`src/verilog/isa_pkg.sv`:
```
`default_nettype none

package isa_pkg;

	typedef logic [31:0] word_t;     // data, address or instruction
	typedef logic [4:0]  reg_addr_t;
	typedef logic [5:0]  opcode_t;
	typedef logic [5:0]  funct_t;
	typedef logic [15:0] imm_t;

	// primary opcodes
	localparam opcode_t op_rtype = 6'b000000;
	localparam opcode_t op_addi  = 6'b001000;
	localparam opcode_t op_addiu = 6'b001001;
	localparam opcode_t op_andi  = 6'b001100;
	localparam opcode_t op_ori   = 6'b001101;
	localparam opcode_t op_lui   = 6'b001111;
	localparam opcode_t op_lw    = 6'b100011;
	localparam opcode_t op_sw    = 6'b101011;
	localparam opcode_t op_beq   = 6'b000100;
	localparam opcode_t op_j     = 6'b000010;

	// R-type function codes
	localparam funct_t funct_add  = 6'b100000;
	localparam funct_t funct_addu = 6'b100001;
	localparam funct_t funct_subu = 6'b100011;
	localparam funct_t funct_and  = 6'b100100;
	localparam funct_t funct_or   = 6'b100101;
	localparam funct_t funct_slt  = 6'b101010;

	typedef enum logic [2:0] {
		pass_a,
		add,
		sub,
		and_op,
		or_op,
		slt,
		lui
	} alu_op_t;

endpackage

`default_nettype wire
```
`src/verilog/pipe_pkg.sv`:
```
`default_nettype none

package pipe_pkg;

	typedef enum logic [1:0] {
		from_reg,
		from_mem,
		from_wb
	} fwd_sel_t;

	typedef struct packed {
		isa_pkg::alu_op_t  alu_op;
		logic              use_imm;    // operand b is the immediate
		logic              sign_ext;
		logic              reg_write;
		logic              mem_write;
		logic              mem_to_reg;
		isa_pkg::reg_addr_t dest;
		logic              is_branch;
		logic              is_jump;
	} ctrl_t;

	typedef struct packed {
		ctrl_t              ctrl;
		isa_pkg::reg_addr_t rs;
		isa_pkg::reg_addr_t rt;
		isa_pkg::word_t     a;
		isa_pkg::word_t     b;
		isa_pkg::word_t     imm;
	} id_ex_t;

	typedef struct packed {
		ctrl_t          ctrl;
		isa_pkg::word_t result;
		isa_pkg::word_t store_data;
	} ex_mem_t;

	typedef struct packed {
		logic               reg_write;
		isa_pkg::reg_addr_t dest;
		isa_pkg::word_t     result;
	} mem_wb_t;

endpackage

`default_nettype wire

```
`src/verilog/reg_file.sv`:
```
`timescale 1ns/1ns
`default_nettype none

module reg_file (
	input  logic               clock,
	input  isa_pkg::reg_addr_t rs,
	input  isa_pkg::reg_addr_t rt,
	output isa_pkg::word_t     rs_data,
	output isa_pkg::word_t     rt_data,
	input  pipe_pkg::mem_wb_t  wb
);

	isa_pkg::word_t regs [32];

	always_ff @(posedge clock)
	begin
		if (wb.reg_write && wb.dest != '0)
			regs[wb.dest] <= wb.result;
	end

	// r0 is hardwired
	assign rs_data = (rs == '0) ? '0 : regs[rs];
	assign rt_data = (rt == '0) ? '0 : regs[rt];

endmodule

`default_nettype wire

```
`config.mk`:
```
export PLATFORM = sky130hd
export DESIGN_NAME = reg_file
export DESIGN_NICKNAME = d
export VERILOG_FILES = /design/src/verilog/isa_pkg.sv /design/src/verilog/pipe_pkg.sv /design/src/verilog/reg_file.sv
export SDC_FILE = /design/constraint.sdc
export NUM_CORES = 1
export LEC_CHECK = 0
export BUFFER_PORTS_ARGS = -buffer_cell sky130_fd_sc_hd__buf_2
export CAP_MARGIN = 20
export CORE_UTILIZATION = 30
export CTS_CLUSTER_SIZE = 20
export DETAILED_ROUTE_END_ITERATION = 10
export HOLD_SLACK_MARGIN = 0.02
export MAX_ROUTING_LAYER = met4
export PLACE_DENSITY_LB_ADDON = 0.1
export SYNTH_ARGS = -nofsm -noshare
export SYNTH_HDL_FRONTEND = slang
export SYNTH_SLANG_ARGS = --single-unit
```
`constraint.sdc`:
```
create_clock -name clock -period 5.42 [get_ports clock]
set_input_delay 0.542 -clock clock [delete_from_list [all_inputs] [get_ports clock]]
set_output_delay 0.542 -clock clock [all_outputs]
set_load 0.01 [all_outputs]
```
Yosys cells after proc, flatten, opt, wreduce, memory -nomap -nowiden
Memories as Yosys holds them, arrays and structs flattened. Cells that the tools add are included.

Register bits after elaboration: 0. Latch bits: 0. Bits in writable memories: 1024. Bits in read-only memories: 0. Output and inout port bits: 64. Memories: 1.

$add $sub $neg: 0. Multiply operators: 0. Div/mod/pow operators: 0. $lt $le $gt $ge: 0. Eq/ne operators: 0. Shifts and indexed selects: 0. Multiplexer cells: 4. Bitwise logic cells: 0. Reduce and logical (&&, ||, !) cells: 4.

Memories: regs (words 32, bits a word 32, rd ports 2, clocked after memory_dff 0, write ports 1, line reg_file.sv:13) `isa_pkg::word_t regs [32];`.

Operator list (number): 2-to-1 mux 32 bit (2); zero test 5 bit (2); nonzero test 5 bit (1); 2-to-1 mux 1 bit (2); logical AND 1 bit (1).

Depth between registers and ports, before layout
Depth after elaboration: 4. Gate-level depth with buffers: 8.

Worst setup path after synthesis
No wires, ideal clock.

Path type: in2reg. From: input port wb[33] (netlist name). To: memory regs[12][0] (netlist name), enable pin. Setup time: 0.421 ns. Arrival: 2.541 ns. Data required time: 4.999 ns. Slack: 2.458 ns. Stages: 3. Cells stage by stage: or3b_2 clkbuf_1 nor2_1.

Word-level cells in the longest chain between the ends: 4.

RTL lines: from (decl) (line reg_file.sv:10) `input pipe_pkg::mem_wb_t wb`; nonzero test 5 bit (line reg_file.sv:17) `if (wb.reg_write && wb.dest != '0)`; logical AND 1 bit (line reg_file.sv:17); 2-to-1 mux 1 bit (line reg_file.sv:17); 2-to-1 mux 1 bit (implied by the code) (line reg_file.sv:18) `regs[wb.dest] <= wb.result;`; to (decl) (line reg_file.sv:13).

Parallel ways exist; a longest one is shown, timed or not.

Worst setup path in the final report
From: input port rt[2]. To: output port rt_data[19].

Word-level cells in the longest chain between the ends: 2.

RTL lines: from (decl) (line reg_file.sv:7) `input isa_pkg::reg_addr_t rt,`; memory read (32 x 32 bit) / zero test 5 bit (equally long branches); 2-to-1 mux 32 bit * (line reg_file.sv:23) `assign rt_data = (rt == '0) ? '0 : regs[rt];`; to (decl) (line reg_file.sv:9) `output isa_pkg::word_t rt_data,`.

Mark *: on every way between the ends. The rest lies on a longest branch, timed or not.

==> results.md <==
- Status: finished clean
- Filler Cell Count: 14830
- Pwr/cell area: 335.5 nW/um^2
- Most common cell after layout, fill and taps aside: edfxtp_1
- Clk pwr share: 43.3%
- Number of buffers created by CTS: 117
- Fmax: 231.2 MHz
- Crit path max fanout: 46
- Leakage: 0.01795 uW
- Synth Cell Area: 47930 um^2
- Worst slew pin tran: 1286 ps
- Most flop-heavy register: regs
- Required @ worst endpoint: 4880 ps
- Met3 GRT Util: 3.628%
- Hold WS: 283.5 ps
- Final Hold Viols: 0
- Max reg flops: 1024
- Final min period: 4326 ps
- Period utilization: 79.82%
- Antenna violations before repair: 8
- Share of power burned in registers: 47.9%
- Max IR drop VDD: 0.2780 mV
- DRC Markers: 0
- Post-synth top flop: edfxtp_1
- H-tree levels: 3
- Sw Ratio: 24.07%
- Post-CTS Hold Buffers: 0
- Drt pass-1 iters: 5
- Total grt overflow: 0
- CTS tree: done
- Hold Path Sink: regs[21][13]
- Internal: 14080 uW
- Initial DRC Count: 2940
- WL final: 176500 um
- Most frequent cells in the layout: edfxtp_1 (1024), mux2i_1 (320), mux4_2 (298), clkbuf_16 (118), buf_4 (118)
- Top Registers: regs x1024
- Post-CTS sizing: 0
- Area leader, netlist: edfxtp_1
- Syn avg cell area: 18.69 um^2
- Share of cells above drive strength 1: 29.61%
- Startpoint types: input port
- Area contributors post-synth: edfxtp_1 (64%), mux4_2 (14%), mux2i_1 (6.7%)
- Number of flops mapped to enable cells by yosys: 1024
- Asr flop ratio synth: 0%
- Core area: 158600 um^2
- Clock Tree Buf Depth: 3
- Net Sw Power: 4465 uW
- Slew HR: 13.76%
- Global-route wire length before repair: 244100 um
- Max_cap viols: 0
- Synthesis-to-finish area growth: 15.36%
- Hold WC Path Type: input port to register
- Vias/cell: 5.795
- CP arrival: 3780 ps
- Routed Antenna Nets: 0
- Worst hold path depth: 1
- Clock tree sinks: 1024
- Starting density of the core: 30.23%
- Chip height: 401.7 um
- Total vias in the final route: 28480
- Final GP Congestion: 0.8192
- Standard-cell rows: 146
- Largest net degree at the start of global routing: 80
- I/O Buffers: 112
- Crit. End Element: output pin
- Post-synthesis cell type count: 38
- Pwr Total: 18550 uW
- Fin. max-slew vios: 0
- RSZ-0062 raised after global routing: false
- Die Wd: 401.7 um
- Met2 GRT Util: 34.67%
- Setup CP Type: input port to output pin
- Final setup violation count: 0
- Final core occ: 34.87%
- Clock-pin transition on the worst setup and hold timing paths: 60 ps
- Hpwl dp: 104700 um
- Drt wl/cell: 35.92 um
- Hold wc startpoint: wb[13]
- Fin nets: 2785
- Die area: 161400 um^2
- Area share of the largest cell type after synthesis: 64.16%
- Mapped Cells: 2564
- Post-synthesis sequential area ratio: 64.16%
- Met1 Use GR: 30.77%
- Fin Setup TNS: 0 ps
- Synth Register Bits: 1024
- Setup Fix Bufs, Post-CTS: 0
- Global-route usage over all layers: 22.30%
- Combinational share of power: 8.8%
- Root Buffer: clkbuf_16
- Io pins: 113
- GRT busiest layer: met2
- Synthesis Warnings: 0
- Vias in the first global route: 29360
## area by class of cell
type	count	area, um^2	share of cell area [%]
inverters	2	10.01	0.01810
clock buffers	140	3035	5.490
well taps	2072	2592	4.689
multi-input cells	1353	16430	29.72
diodes	5	12.51	0.02263
clock inverters	80	797.0	1.441
flip-flops and latches	1024	30750	55.61
repair buffers	238	1662	3.005
## synthesized netlist by cell type (all sizes together), types with 5 or more instances
cell type and instances:
a211oi 64, a21oi 32, a221oi 55, a22oi 64, a311oi 32, buf 117, clkbuf 99, edfxtp 1024
mux2 64, mux2i 320, mux4 352, nand2 83, nand3b 6, nand4 32, nor2 37, nor2b 37
o2111ai 9, o21ai 55, o221ai 64, or3b 5
## worst max-delay path by stage
stage                       from          end  slack [ps]  cells after the start
after floorplan           wb[33]  regs[12][0]        2460                      3
after global routing       rt[2]  rt_data[19]        1130                      8
after detailed placement   rt[2]  rt_data[19]        1190                      8
final                      rt[2]  rt_data[19]        1090                      8
after global placement     rs[0]  rs_data[23]        1210                      6
after CTS                  rt[2]  rt_data[19]        1180                      8
## worst max-delay path, cell delays in order
cell and delay [ps]:
buf_8 360, buf_4 700, nand3b_1 190, buf_4 270
o221ai_1 210, a221oi_1 80, a211oi_1 1030, buf_2 300
## through the flow
step / instance area [um^2] / setup slack, ps / std cells
after floorplan: 48050 / 2458 / 2595
after global placement: 51440 / 1206 / 4688
after detailed placement: 51440 / 1189 / 4688
after CTS: 55270 / 1182 / 4908
after global routing: 55290 / 1132 / 4912
final: 55290 / 1094 / 4914
## logic make-up after synthesis
family	Yosys count	share of synthesized area, %
flops	1024	64.16
mux	736	25.15
compound gates	375	6.085
buf+inv	218	2.436
simple gates	210	2.167
other cells	1	0.007824
## metal layers
layer	wire length, um	vias to the layer above
met5	0	-
met4	2920	0
met3	11750	182
met2	83210	1190
met1	78650	15710
li1	-	11390
## power groups by stage
stage / combinational (uW) / sequential, uW / clock, uW
3_3_place_gp: 1640 / 9040 / 0
4_1_cts: 1650 / 8880 / 8190
3_5_place_dp: 1640 / 9050 / 0
5_1_grt: 1710 / 8890 / 8470
6_report: 1630 / 8890 / 8040
2_1_floorplan: 937 / 9030 / 0
(Power assumes the default switching activity.)
