===== src/verilog/isa_pkg.sv =====
`default_nettype none

package isa_pkg;

	typedef logic [31:0] word_t;     // data, address or instruction
	typedef logic [4:0]  reg_addr_t;
	typedef logic [5:0]  opcode_t;
	typedef logic [5:0]  funct_t;
	typedef logic [15:0] imm_t;

	// primary opcodes
	localparam opcode_t op_rtype = 6'b000000;
	localparam opcode_t op_addi  = 6'b001000;
	localparam opcode_t op_addiu = 6'b001001;
	localparam opcode_t op_andi  = 6'b001100;
	localparam opcode_t op_ori   = 6'b001101;
	localparam opcode_t op_lui   = 6'b001111;
	localparam opcode_t op_lw    = 6'b100011;
	localparam opcode_t op_sw    = 6'b101011;
	localparam opcode_t op_beq   = 6'b000100;
	localparam opcode_t op_j     = 6'b000010;

	// R-type function codes
	localparam funct_t funct_add  = 6'b100000;
	localparam funct_t funct_addu = 6'b100001;
	localparam funct_t funct_subu = 6'b100011;
	localparam funct_t funct_and  = 6'b100100;
	localparam funct_t funct_or   = 6'b100101;
	localparam funct_t funct_slt  = 6'b101010;

	typedef enum logic [2:0] {
		pass_a,
		add,
		sub,
		and_op,
		or_op,
		slt,
		lui
	} alu_op_t;

endpackage

`default_nettype wire

===== src/verilog/pipe_pkg.sv =====
`default_nettype none

package pipe_pkg;

	typedef enum logic [1:0] {
		from_reg,
		from_mem,
		from_wb
	} fwd_sel_t;

	typedef struct packed {
		isa_pkg::alu_op_t  alu_op;
		logic              use_imm;    // operand b is the immediate
		logic              sign_ext;
		logic              reg_write;
		logic              mem_write;
		logic              mem_to_reg;
		isa_pkg::reg_addr_t dest;
		logic              is_branch;
		logic              is_jump;
	} ctrl_t;

	typedef struct packed {
		ctrl_t              ctrl;
		isa_pkg::reg_addr_t rs;
		isa_pkg::reg_addr_t rt;
		isa_pkg::word_t     a;
		isa_pkg::word_t     b;
		isa_pkg::word_t     imm;
	} id_ex_t;

	typedef struct packed {
		ctrl_t          ctrl;
		isa_pkg::word_t result;
		isa_pkg::word_t store_data;
	} ex_mem_t;

	typedef struct packed {
		logic               reg_write;
		isa_pkg::reg_addr_t dest;
		isa_pkg::word_t     result;
	} mem_wb_t;

endpackage

`default_nettype wire


===== src/verilog/hazard_unit.sv =====
`timescale 1ns/1ns
`default_nettype none

module hazard_unit (
	input  isa_pkg::reg_addr_t id_rs,
	input  isa_pkg::reg_addr_t id_rt,
	input  pipe_pkg::ctrl_t    id_ctrl,
	input  pipe_pkg::id_ex_t   id_ex,
	input  pipe_pkg::ex_mem_t  ex_mem,
	input  pipe_pkg::mem_wb_t  mem_wb,
	input  logic               branch_taken,
	output logic               stall,
	output logic               flush,
	output pipe_pkg::fwd_sel_t fwd_a,
	output pipe_pkg::fwd_sel_t fwd_b,
	output pipe_pkg::fwd_sel_t dec_fwd_a,
	output pipe_pkg::fwd_sel_t dec_fwd_b
);

	logic ex_writes;
	logic mem_writes;
	logic mem_alu_writes;
	logic wb_writes;
	logic ex_hit;

	function automatic pipe_pkg::fwd_sel_t select_src(logic mem_hit, logic wb_hit);
		if (mem_hit)
			return pipe_pkg::from_mem; // newest value wins
		else if (wb_hit)
			return pipe_pkg::from_wb;
		else
			return pipe_pkg::from_reg;
	endfunction

	assign ex_writes      = id_ex.ctrl.reg_write && id_ex.ctrl.dest != '0;
	assign mem_writes     = ex_mem.ctrl.reg_write && ex_mem.ctrl.dest != '0;
	assign mem_alu_writes = mem_writes && !ex_mem.ctrl.mem_to_reg;
	assign wb_writes      = mem_wb.reg_write && mem_wb.dest != '0;

	assign fwd_a = select_src(mem_alu_writes && ex_mem.ctrl.dest == id_ex.rs,
		wb_writes && mem_wb.dest == id_ex.rs);
	assign fwd_b = select_src(mem_alu_writes && ex_mem.ctrl.dest == id_ex.rt,
		wb_writes && mem_wb.dest == id_ex.rt);

	// decode taps the full memory-stage result, so loads are fine here
	assign dec_fwd_a = select_src(mem_writes && ex_mem.ctrl.dest == id_rs,
		wb_writes && mem_wb.dest == id_rs);
	assign dec_fwd_b = select_src(mem_writes && ex_mem.ctrl.dest == id_rt,
		wb_writes && mem_wb.dest == id_rt);

	assign ex_hit = ex_writes && (id_ex.ctrl.dest == id_rs || id_ex.ctrl.dest == id_rt);
	assign stall  = ex_hit && (id_ex.ctrl.mem_to_reg || id_ctrl.is_branch); // load-use or beq wait
	assign flush  = (branch_taken || id_ctrl.is_jump) && !stall;

endmodule

`default_nettype wire


===== config.mk =====
export PLATFORM = sky130hd
export DESIGN_NAME = hazard_unit
export DESIGN_NICKNAME = d
export VERILOG_FILES = /design/src/verilog/isa_pkg.sv /design/src/verilog/pipe_pkg.sv /design/src/verilog/hazard_unit.sv
export SDC_FILE = /design/constraint.sdc
export NUM_CORES = 1
export LEC_CHECK = 0
export BUFFER_PORTS_ARGS = -buffer_cell sky130_fd_sc_hd__buf_2
export CAP_MARGIN = 20
export CELL_PAD_IN_SITES_DETAIL_PLACEMENT = 1
export CELL_PAD_IN_SITES_GLOBAL_PLACEMENT = 1
export CORE_AREA = 5 5 102 104
export DETAILED_ROUTE_END_ITERATION = 10
export DIE_AREA = 0 0 107 109
export PLACE_DENSITY = 0.95
export REMOVE_ABC_BUFFERS = 1
export SYNTH_ARGS = -nofsm -noshare
export SYNTH_HDL_FRONTEND = slang
export SYNTH_SLANG_ARGS = --single-unit
export TNS_END_PERCENT = 20

===== constraint.sdc =====
create_clock -name vclk -period 2.1
set_input_delay 0.42 -clock vclk [all_inputs]
set_output_delay 0.42 -clock vclk [all_outputs]
set_load 0.02 [all_outputs]

## Word-level counts from Yosys, hierarchy flattened

Index checks and enable logic that the tools add are counted.

| word-level totals | value |
|---|---|
| flip-flop bits (word level) | 0 |
| bits of input ports | 264 |
| output and inout bits | 10 |
| word-level logic and storage cells | 41 |

| operators by class | value |
|---|---|
| equality and inequality tests | 10 |
| mux-type cells | 8 |
| reductions and logical operators | 23 |

Operators by type and width:

| kind | number |
|---|---|
| $eq A5 B5 Y1 | 10 |
| $mux W2 | 8 |
| $logic_and A1 B1 Y1 | 15 |
| $reduce_bool A5 Y1 | 3 |
| $logic_or A1 B1 Y1 | 3 |
| $logic_not A1 Y1 | 2 |

## Logic depth before layout (Yosys ltp)

| logic depth | value |
|---|---|
| depth in word-level cells | 6 |
| mapped depth | 5 |
| mapped depth without buffers | 4 |

## Worst setup path after synthesis

OpenSTA, ideal clock, no wires.

| timing | value |
|---|---|
| kind | input -> output |
| start point | input port ex_mem[69] in the netlist's numbering |
| end point | output port dec_fwd_a[1] |
| data arrival time | 1.956 ns |
| required time | 1.680 ns |
| path slack | -0.276 ns |
| stages | 5 |
| buffers on the path | 1 |
| cell sequence | clkbuf_1 > or4_4 > o21ai_4 > nor4_1 > nor4_2 |

| between the ends | value |
|---|---|
| cells in the longest elaborated chain, start to end | 4 |
| elaborated cells between the ends (all ways) | 5 |
| those cells by class | eq/ne: 1; mux: 1; reduce/logical: 3 |

Ends and longest elaborated chain:

| what | line | source |
|---|---|---|
| from (decl) | hazard_unit.sv:9 | `input pipe_pkg::ex_mem_t ex_mem,` |
| $reduce_bool A5 Y1 | hazard_unit.sv:36 | `assign mem_writes = ex_mem.ctrl.reg_write && ex_mem.ctrl.dest != '0;` |
| $logic_and A1 B1 Y1 | hazard_unit.sv:36 |  |
| $logic_and A1 B1 Y1 * | hazard_unit.sv:46 | `assign dec_fwd_a = select_src(mem_writes && ex_mem.ctrl.dest == id_rs,` |
| $mux W2 * | hazard_unit.sv:27 | `if (mem_hit)` |
| to (decl) | hazard_unit.sv:16 | `output pipe_pkg::fwd_sel_t dec_fwd_a,` |

Every way passes the cells marked *; elsewhere a longest branch is shown, timed or not.

## Final worst setup path

| timing | value |
|---|---|
| start point | input port mem_wb[34] in the netlist's numbering |
| end point | output port dec_fwd_b[1] |

| between the ends | value |
|---|---|
| cells in the longest elaborated chain, start to end | 5 |
| elaborated cells between the ends (all ways) | 6 |
| those cells by class | eq/ne: 1; mux: 2; reduce/logical: 3 |

Ends and longest elaborated chain:

| what | line | source |
|---|---|---|
| from (decl) | hazard_unit.sv:10 | `input pipe_pkg::mem_wb_t mem_wb,` |
| $reduce_bool A5 Y1 | hazard_unit.sv:38 | `assign wb_writes = mem_wb.reg_write && mem_wb.dest != '0;` |
| $logic_and A1 B1 Y1 | hazard_unit.sv:38 |  |
| $logic_and A1 B1 Y1 * | hazard_unit.sv:49 | `wb_writes && mem_wb.dest == id_rt);` |
| $mux W2 * | hazard_unit.sv:29 | `else if (wb_hit)` |
| $mux W2 * | hazard_unit.sv:27 |  |
| to (decl) | hazard_unit.sv:17 | `output pipe_pkg::fwd_sel_t dec_fwd_b` |

Marked as above.

==> results.yml <==
place:
  place_hpwl_mm: 3.509
  io_buffers: 53
  numPlacedInstances: 267
  postPlaceCellArea_um2: 1215
  gpl.final_weighted_congestion: 0.8580
sta:
  fin_hold_ws_ps: 1192
  grt_setup_unrepaired: "yes"
  worst_pin_slew_ps: 360.7
  finalWorstSetupSlack_ps: -154.9
  timing.fmax_ghz: 0.4435
  timing.final.crit_period_ps: 2255
  fin_crit_sh_pct: 107.4
  final_hold_viol_count: 0
  worst_slew_margin_relative_to_its_limit_pct: 75.75
  slew_violations: 0
  final.setup.tns_ps: -541.0
  setup_viol_count_final: 5
synthesis:
  post_synthesis_average_cell_area_um2: 7.906
  syn_area_um2: 719.4
  synthCells: 91
  yosysWarnings: 0
  synth.lib_cells_used.distinct: 18
  synth_sequential_area_ratio_pct: 0
setup_path:
  setup.worst_path.end_class: "output pin"
  cp_top_family: "simple AND/OR/NAND/NOR gates"
  crit_path_max_incr_delay_ps: 550
  cell_at_the_slowest_stage_of_the_critical_path: "or4_4"
  crit_start: "mem_wb[34]"
  critPathArrivalTime_ps: 1830
  critical_path_required_ps: 1680
  critical_path_depth: 6
  crit_fanout: 2
  path_cells: "buf_2, buf_6, xor2_1, or4_4, nor4_4, buf_4"
  worst_setup_path_start_kind: "input pin"
  timing.critical_path.to: "dec_fwd_b[1]"
  critical_path_class: "input pin to output pin"
  crit_buf_inv: 3
finish:
  design.final.nets: 421
  flops_and_latches: 0
  finalNonFillerCells: 269
  diode_count: 0
  drive_above_1_share_pct: 57.42
  n_clock_buffer: 0
  mostFrequentLayoutCells: "buf_2, xor2_1, buf_4, xnor2_1, buf_6"
  layout_commonest_cell: "buf_2"
  regArea_um2: 0
  filler_cell_count: 1143
  final_design_area_no_fill_um2: 1346
  syn_to_final_growth_pct: 87.13
status:
  status: "finished with violations"
  failed_checks: "setup timing"
global_routing:
  track_usage_pct: 6.413
  grt_start_max_net_pins: 6
  vias_in_the_first_global_route: 1050
  gr-total-overflow: 0
  grt_antenna_before_repair: 0
  grt_first_pass_wirelength_mm: 5.913
die:
  core_area_um2: 9459
  floorplan.die_area_um2: 11660
  chipWidth_um: 107
  ios: 274
  floorplan.initialDensity_pct: 7.606
  placement_rows: 36
  die_height_um: 109
drt:
  ant_nets: 0
  vias_per_cell: 3.401
  detailroute.via_count: 915
  drt-total-wl_mm: 3.907
  avgRoutedWirePerCell_um: 14.52
  drt-initial-drc-count: 32
  number_of_detailed_routing_iterations_run_before_antenna_repair: 4
  detail_route.drc_violations: 0
pwr:
  p_leak_nw: 0.5620
  worst_ir_drop_vdd_mv: 0.03202
  powerDensity_nw_per_um2: 188.6
run:
  maxCapViolCount: 0
worst_hold_path:
  worst_hold_path_type: "input pin to output pin"
kinds of logic after synthesis:
| family | after synthesis | share of synthesized area, % |
|---|---|---|
| xor gates and xnor gates | 50 | 60.87 |
| and+or+nand+nor | 26 | 25.04 |
| buffers and inverters | 10 | 7.652 |
| AOI/OAI and AO/OA | 5 | 6.436 |
routing by layer:
layer / vias to the layer above / share of wire (%) / global-route usage (%)
li1: 440 / - / -
met1: 430 / 42 / 8.316
met2: 37 / 50 / 10.97
met3: 8 / 6.6 / 1.658
met4: 0 / 1.6 / 0.9132
met5: - / 0 / 0
final cells by class:
type	count	area, µm²	share of cell area [%]
repair buffers	74	475.5	35.32
multi-input cells	81	728.2	54.09
well taps	114	142.6	10.59
cell usage after synthesis:
cell type  instances  area [µm²]
o21ai_1            1       5.000
clkbuf_1           1       3.750
nand2_1            2       7.510
nor3_1             2       10.01
xor2_1            34       297.8
nand3_1            4       20.02
nor4_1             4       25.02
buf_6              1       11.26
o21ai_4            1       16.27
xnor2_1           16       140.1
or4_4              1       11.26
a22oi_1            1       7.510
or4_1              6       45.04
nor4_2             4       50.05
buf_2              8       40.04
o22a_1             1       8.760
o221ai_1           1       8.760
nor2_1             3       11.26
stage by stage:
| stage | total power [mW] | util, % | setup slack, ps |
|---|---|---|---|
| floorplan | 0.09631 | - | -120.9 |
| CTS | 0.2454 | 13.76 | -166.4 |
| finish | 0.2540 | 14.23 | -154.9 |
| global placement | 0.2135 | 12.84 | -265.8 |
| detailed placement | 0.2253 | 12.84 | -233.9 |
| global route | 0.2756 | 14.23 | -210.7 |
power by group:
group          total (mW)  switching [mW]  internal (mW)  leakage [nW]
clock network           0               0              0             0
registers               0               0              0             0
logic               0.254           0.129          0.125         0.562
total               0.254           0.129          0.125         0.562
how the worst min path moves through the flow:
stage	startpoint	slack, ps	cells past startpoint	end
global route	id_ex[115]	1220	4	stall
floorplan	ex_mem[71]	940	1	fwd_a[0]
global placement	branch_taken	1180	3	flush
detailed placement	id_ex[115]	1220	4	stall
CTS	id_ex[115]	1220	4	stall
finish	id_ex[115]	1190	4	stall
repair_timing:
action / CTS / global route
pin swaps: 6 / 3
endpoints found under the setup margin: 7 / 9
resized for setup: 16 / 10
hold buffers: 0 / 0
setup buffers: 2 / 0
(Power assumes the default switching activity.)
