<file path="src/verilog/isa_pkg.sv">
`default_nettype none

package isa_pkg;

	typedef logic [31:0] word_t;     // data, address or instruction
	typedef logic [4:0]  reg_addr_t;
	typedef logic [5:0]  opcode_t;
	typedef logic [5:0]  funct_t;
	typedef logic [15:0] imm_t;

	// primary opcodes
	localparam opcode_t op_rtype = 6'b000000;
	localparam opcode_t op_addi  = 6'b001000;
	localparam opcode_t op_addiu = 6'b001001;
	localparam opcode_t op_andi  = 6'b001100;
	localparam opcode_t op_ori   = 6'b001101;
	localparam opcode_t op_lui   = 6'b001111;
	localparam opcode_t op_lw    = 6'b100011;
	localparam opcode_t op_sw    = 6'b101011;
	localparam opcode_t op_beq   = 6'b000100;
	localparam opcode_t op_j     = 6'b000010;

	// R-type function codes
	localparam funct_t funct_add  = 6'b100000;
	localparam funct_t funct_addu = 6'b100001;
	localparam funct_t funct_subu = 6'b100011;
	localparam funct_t funct_and  = 6'b100100;
	localparam funct_t funct_or   = 6'b100101;
	localparam funct_t funct_slt  = 6'b101010;

	typedef enum logic [2:0] {
		pass_a,
		add,
		sub,
		and_op,
		or_op,
		slt,
		lui
	} alu_op_t;

endpackage

`default_nettype wire
</file>
<file path="src/verilog/pipe_pkg.sv">
`default_nettype none

package pipe_pkg;

	typedef enum logic [1:0] {
		from_reg,
		from_mem,
		from_wb
	} fwd_sel_t;

	typedef struct packed {
		isa_pkg::alu_op_t  alu_op;
		logic              use_imm;    // operand b is the immediate
		logic              sign_ext;
		logic              reg_write;
		logic              mem_write;
		logic              mem_to_reg;
		isa_pkg::reg_addr_t dest;
		logic              is_branch;
		logic              is_jump;
	} ctrl_t;

	typedef struct packed {
		ctrl_t              ctrl;
		isa_pkg::reg_addr_t rs;
		isa_pkg::reg_addr_t rt;
		isa_pkg::word_t     a;
		isa_pkg::word_t     b;
		isa_pkg::word_t     imm;
	} id_ex_t;

	typedef struct packed {
		ctrl_t          ctrl;
		isa_pkg::word_t result;
		isa_pkg::word_t store_data;
	} ex_mem_t;

	typedef struct packed {
		logic               reg_write;
		isa_pkg::reg_addr_t dest;
		isa_pkg::word_t     result;
	} mem_wb_t;

endpackage

`default_nettype wire

</file>
<file path="src/verilog/instr_decoder.sv">
`timescale 1ns/1ns
`default_nettype none

module instr_decoder (
	input  isa_pkg::word_t  instr,
	input  isa_pkg::word_t  pc,
	output pipe_pkg::ctrl_t ctrl,
	output isa_pkg::word_t  imm_ext,
	output isa_pkg::word_t  branch_target,
	output isa_pkg::word_t  jump_target
);

	isa_pkg::opcode_t   opcode;
	isa_pkg::funct_t    funct;
	isa_pkg::imm_t      imm;
	isa_pkg::reg_addr_t rt;
	isa_pkg::reg_addr_t rd;
	isa_pkg::word_t     pc_plus4;

	assign opcode = instr[31:26];
	assign funct  = instr[5:0];
	assign imm    = instr[15:0];
	assign rt     = instr[20:16];
	assign rd     = instr[15:11];

	always_comb
	begin
		ctrl = '0; // undefined opcodes stay a no-op
		case (opcode)
			isa_pkg::op_rtype:
			begin
				case (funct)
					isa_pkg::funct_add,
					isa_pkg::funct_addu: ctrl.alu_op = isa_pkg::add; // no overflow trap
					isa_pkg::funct_subu: ctrl.alu_op = isa_pkg::sub;
					isa_pkg::funct_and:  ctrl.alu_op = isa_pkg::and_op;
					isa_pkg::funct_or:   ctrl.alu_op = isa_pkg::or_op;
					isa_pkg::funct_slt:  ctrl.alu_op = isa_pkg::slt;
					default:             ctrl.alu_op = isa_pkg::pass_a;
				endcase
				ctrl.reg_write = (ctrl.alu_op != isa_pkg::pass_a); // unknown funct writes nothing
				ctrl.dest      = rd;
			end
			isa_pkg::op_addi,
			isa_pkg::op_addiu:
			begin
				ctrl.alu_op    = isa_pkg::add;
				ctrl.use_imm   = 1'b1;
				ctrl.sign_ext  = 1'b1;
				ctrl.reg_write = 1'b1;
				ctrl.dest      = rt;
			end
			isa_pkg::op_andi:
			begin
				ctrl.alu_op    = isa_pkg::and_op;
				ctrl.use_imm   = 1'b1;
				ctrl.reg_write = 1'b1;
				ctrl.dest      = rt;
			end
			isa_pkg::op_ori:
			begin
				ctrl.alu_op    = isa_pkg::or_op;
				ctrl.use_imm   = 1'b1;
				ctrl.reg_write = 1'b1;
				ctrl.dest      = rt;
			end
			isa_pkg::op_lui:
			begin
				ctrl.alu_op    = isa_pkg::lui;
				ctrl.use_imm   = 1'b1;
				ctrl.reg_write = 1'b1;
				ctrl.dest      = rt;
			end
			isa_pkg::op_lw:
			begin
				ctrl.alu_op     = isa_pkg::add; // address calc
				ctrl.use_imm    = 1'b1;
				ctrl.sign_ext   = 1'b1;
				ctrl.reg_write  = 1'b1;
				ctrl.mem_to_reg = 1'b1;
				ctrl.dest       = rt;
			end
			isa_pkg::op_sw:
			begin
				ctrl.alu_op    = isa_pkg::add;
				ctrl.use_imm   = 1'b1;
				ctrl.sign_ext  = 1'b1;
				ctrl.mem_write = 1'b1;
			end
			isa_pkg::op_beq:
			begin
				ctrl.sign_ext  = 1'b1;
				ctrl.is_branch = 1'b1;
			end
			isa_pkg::op_j:   ctrl.is_jump = 1'b1;
			default:         ctrl = '0;
		endcase
	end

	assign imm_ext = ctrl.sign_ext ? {{16{imm[15]}}, imm} : {16'h0000, imm};

	assign pc_plus4      = pc + 32'd4;
	assign branch_target = pc_plus4 + {imm_ext[29:0], 2'b00};
	assign jump_target   = {pc_plus4[31:28], instr[25:0], 2'b00}; // same 256MB region

endmodule

`default_nettype wire

</file>
<file path="config.mk">
export PLATFORM = sky130hd
export DESIGN_NAME = instr_decoder
export DESIGN_NICKNAME = d
export VERILOG_FILES = /design/src/verilog/isa_pkg.sv /design/src/verilog/pipe_pkg.sv /design/src/verilog/instr_decoder.sv
export SDC_FILE = /design/constraint.sdc
export NUM_CORES = 1
export LEC_CHECK = 0
export ABC_CLOCK_PERIOD_IN_PS = 8400
export BUFFER_PORTS_ARGS = -buffer_cell sky130_fd_sc_hd__buf_2
export CORE_MARGIN = 2
export CORE_UTILIZATION = 35
export DETAILED_ROUTE_END_ITERATION = 8
export GPL_TIMING_DRIVEN = 0
export PLACE_DENSITY = 0.67
export RECOVER_POWER = 25
export SLEW_MARGIN = 20
export SYNTH_ARGS = -nofsm -noshare
export SYNTH_HDL_FRONTEND = slang
export SYNTH_SLANG_ARGS = --single-unit
</file>
<file path="constraint.sdc">
create_clock -name vclk -period 8.4
set_input_delay 0.42 -clock vclk [all_inputs]
set_output_delay 0.42 -clock vclk [all_outputs]
set_load 0.1 [all_outputs]
</file>
Word level (Yosys, flattened, before mapping)
Cells that the tools add are included.
Widths: inputs -> output; s select.

storage, ports and cells
  input bits = 64
  flip-flop bits (word level) = 0

operators by class
  reduce and logical (&&, ||, !) cells = 7
  muxes and demuxes = 12
  $add $sub $neg = 2
  equality and inequality tests = 15

operators by type and width
  kind                   number
  $eq 6x6->1 const B     8
  $add 32x3->32 const B  1
  $add 32x32->32         1
  $mux 32                1
  $eq 6x4->1 const B     5
  $pmux 3 s5             2
  $pmux 5 s2             1
  $reduce_or 7->1        1
  $eq 6x2->1 const B     1
  $eq 6x3->1 const B     1
  $logic_not 6->1        1
  $mux 1                 6
  $reduce_or 6->1        1
  $reduce_or 5->1        1
  $reduce_or 4->1        1
  $mux 3                 1
  $reduce_bool 3->1      1
  $pmux 1 s2             1
  $reduce_or 2->1        1

Depth between registers and ports, before layout
  depth after elaboration = 6
  depth in mapped cells = 15
  gate-level depth less buffers = 15

Least setup slack after synthesis
Ideal clock, no wire load.

  path type = input port to output port
  from = input instr[29]
  to = output branch_target[25]
  stages = 14
  arrival time = 7.250 ns
  required time = 7.980 ns
  slack = 0.730 ns
  cell sequence = clkbuf_1 nand2b_1 o21ai_0 a31oi_1 nor2_1 and2_1 ha_1 buf_2 nand2_1 nor2_1 and3_1 a21o_2 nand2b_1 a211oi_1

RTL lines
  item                RTL line            RTL
  start: declaration  instr_decoder.sv:5  input isa_pkg::word_t instr,
  end: declaration    instr_decoder.sv:9  output isa_pkg::word_t branch_target,

Final worst setup path
  from = input instr[28]
  to = output branch_target[31]

on the way
  longest elaborated chain between the ends = 5

ends and longest elaborated chain
  item                                      RTL line              RTL
  $eq 6x6->1, or another cell as far along  instr_decoder.sv:29   case (opcode)
  $reduce_or 5->1 (no line) (*)             -
  $mux 1 (*)                                instr_decoder.sv:29
  $mux 32 (*)                               instr_decoder.sv:100  assign imm_ext = ctrl.sign_ext ? {{16{imm[15]}}, imm} : {16'h0000, imm};
  $add 32x32->32 (*)                        instr_decoder.sv:103  assign branch_target = pc_plus4 + {imm_ext[29:0], 2'b00};

Every way passes the cells marked *; elsewhere a longest branch is shown, timed or not.

==> reports/metrics.csv <==
metric;value;unit
outcome;completed;
final hold vios;0;
Net Sw Frac;80.3;%
# port buffers;165;
total gr overflow;0;
total negative setup slack;0;ns
site row count;32;
f_max;0.216;GHz
Core ar.;0.00781;mm²
final period demand of the worst path;4.62;ns
Netlist cell types;57;
NumNets Final;675;
Post-DP HPWL;7670;µm
syn avg cell area;6.93;µm²
final period utilization;55.0;%
total track usage;18.8;%
sequential share of the synthesized area;0;%
topmost layer with routed signal wires;met3;
Detailed Routing Iterations Pass 1;4;
crit start category;input port;
Via density;5.03;
combinational share of power;100.0;%
initial antenna violation count;0;
Worst Tran Pin Value;1.18;ns
delay-heaviest family, CP;compound AO/OA/AOI/OAI gates;
critical-path cell list;buf_2 > clkbuf_1 > nand2b_1 > o21ai_0 > a31oi_1 > nor2_1 > and2_2 > ha_1 > clkbuf_1 > a21o_1 > a311oi_1 > nand3b_1 > a21oi_1 > nand2_1 > o21ai_0 > xor2_1 > buf_2;
seq_cells;0;
ANT cells;0;
die area;0.00889;mm²
hold depth;3;
die width;94.3;µm
Met1 Wirelength;3760;µm
vias in the first global route;3085;
residual DRC count;0;
Area Growth Syn to Fin;32.4;%
# setup viols final;0;
Mapped Cells;412;
Worst EP arrival;4.20;ns
hold_buf cts;0;
Hold Path End;jump_target[31];
routed vias;3419;
Reg area;0;µm²
GPL Wtd Cong;0.869;
initial DRC count;124;
share of post-route cells with drive strength above 1;37.7;%
Psw;0.420;mW
height of the die;94.3;µm
wire length on met3;525;µm
Max-Cap Viols;0;
DR WL met2;4480;µm
sequential power share;0;%
Post-CTS Resized;0;
Worst Min Path Start;pc[31];
Peak VDD IR;107;µV
Yosys Warn Count;0;
Int Pwr;0.103;mW
relative slew slack;21.7;%
wire per inst;12.9;µm
total length of routed wires;8760;µm
clkbuf count;0;
largest net degree at the start of global routing;31;
slowest stage delay, CP;0.55;ns
Antenna Violating Nets Remaining;0;
Crit path buffers/inverters;4;
nature of the critical path endpoint;primary output;
RSZ-0062 raised after global routing;no;
Setup Crit Path Kind;in -> out;
total power;0.523;mW
power density cells;139;mW/mm²
Critical Path RT;7.98;ns
starting density of the core;36.6;%
first-pass GRT wire length;14100;µm
Crit Path Max Fanout;30;
Netlist Area Pre-Place;0.00285;mm²
setup bufs post-CTS;0;
Leakage;2.04;nW
HP Class;in -> out;
number of top-level pins;175;
CP max-delay cell;and2_2;
Clk network pwr share;0;%
Slew Viols, Final;0;
worst max-delay path by stage:
stage | from | endpoint | slack (ns) | depth (start not counted)
after global routing | instr[28] | branch_target[31] | 3.46 | 17
after CTS | instr[28] | branch_target[31] | 3.38 | 17
final | instr[28] | branch_target[31] | 3.78 | 17
after global placement | instr[28] | branch_target[31] | 3.49 | 17
after floorplan | instr[29] | branch_target[25] | 0.73 | 14
after detailed placement | instr[28] | branch_target[31] | 3.41 | 17
kinds of logic after synthesis:
kind of cell / share of synthesized area, %
xor gates and xnor gates: 17.1
adders and majority gates: 13.9
AOI/OAI and AO/OA: 24.8
and+or+nand+nor: 25.9
other: 0.131
buffers and inverters: 18.2
synth_stat cells, drive strengths merged (3+ instances only):
library cell,number,area (µm²)
clkbuf,6,22.5
a31oi,5,31.3
a31o,3,35.0
nand4,8,56.3
buf,62,463
nand2,45,169
nand3,16,80.1
and2,3,18.8
o21bai,3,22.5
xnor2,36,323
a211oi,5,47.5
inv,9,33.8
nor3,6,41.3
a22o,6,61.3
nor2,31,116
a311oi,3,38.8
o21ai,25,125
a21oi,27,135
a21o,11,83.8
nor2b,3,18.8
ha,30,375
nor4,4,31.3
and3,10,62.6
nand2b,9,56.3
xor2,19,166
o211ai,3,22.5
worst min-delay path, stage by stage:
cell	delay, ns
buf_2	0.10
xnor2_2	0.08
buf_2	0.29
power groups by stage:
stage	Sequential [mW]	Clock (mW)	Combinational [mW]
after global placement	0	0	0.523
after floorplan	0	0	0.441
after global routing	0	0	0.548
after detailed placement	0	0	0.525
final	0	0	0.523
after CTS	0	0	0.527
layer usage:
metal,global-route usage (%),up-vias
li1,-,1755
met1,24.5,1549
met2,35.5,115
met3,1.52,0
met4,0.362,0
met5,0,-
area by class of cell:
| class | count | area [µm²] |
|---|---|---|
| buffer | 68 | 485 |
| inverter | 9 | 33.8 |
| timing repair buffer | 165 | 792 |
| multi-input combinational | 336 | 2340 |
| fill | 853 | 4030 |
| tap | 102 | 128 |
layout by cell type, fill, tap and decap left out, types with 19 or more instances in the layout:
cell type / n
a21oi_1: 27
buf_2: 139
buf_4: 61
clkbuf_1: 33
ha_1: 30
nand2_1: 45
nor2_1: 31
o21ai_0: 24
xnor2_1: 35
xor2_1: 19
per-stage QoR:
step	util, %	hold WS [ns]	instances	cell area [µm²]	setup WS, ns
CTS	48.8	1.22	680	3810	3.38
global route	48.4	1.32	680	3780	3.46
finish	48.4	1.31	680	3780	3.78
floorplan	-	1.05	413	2860	0.730
detailed placement	48.8	1.22	680	3810	3.41
global placement	48.8	1.22	680	3810	3.49
Power figures use the tool's default switching activity.
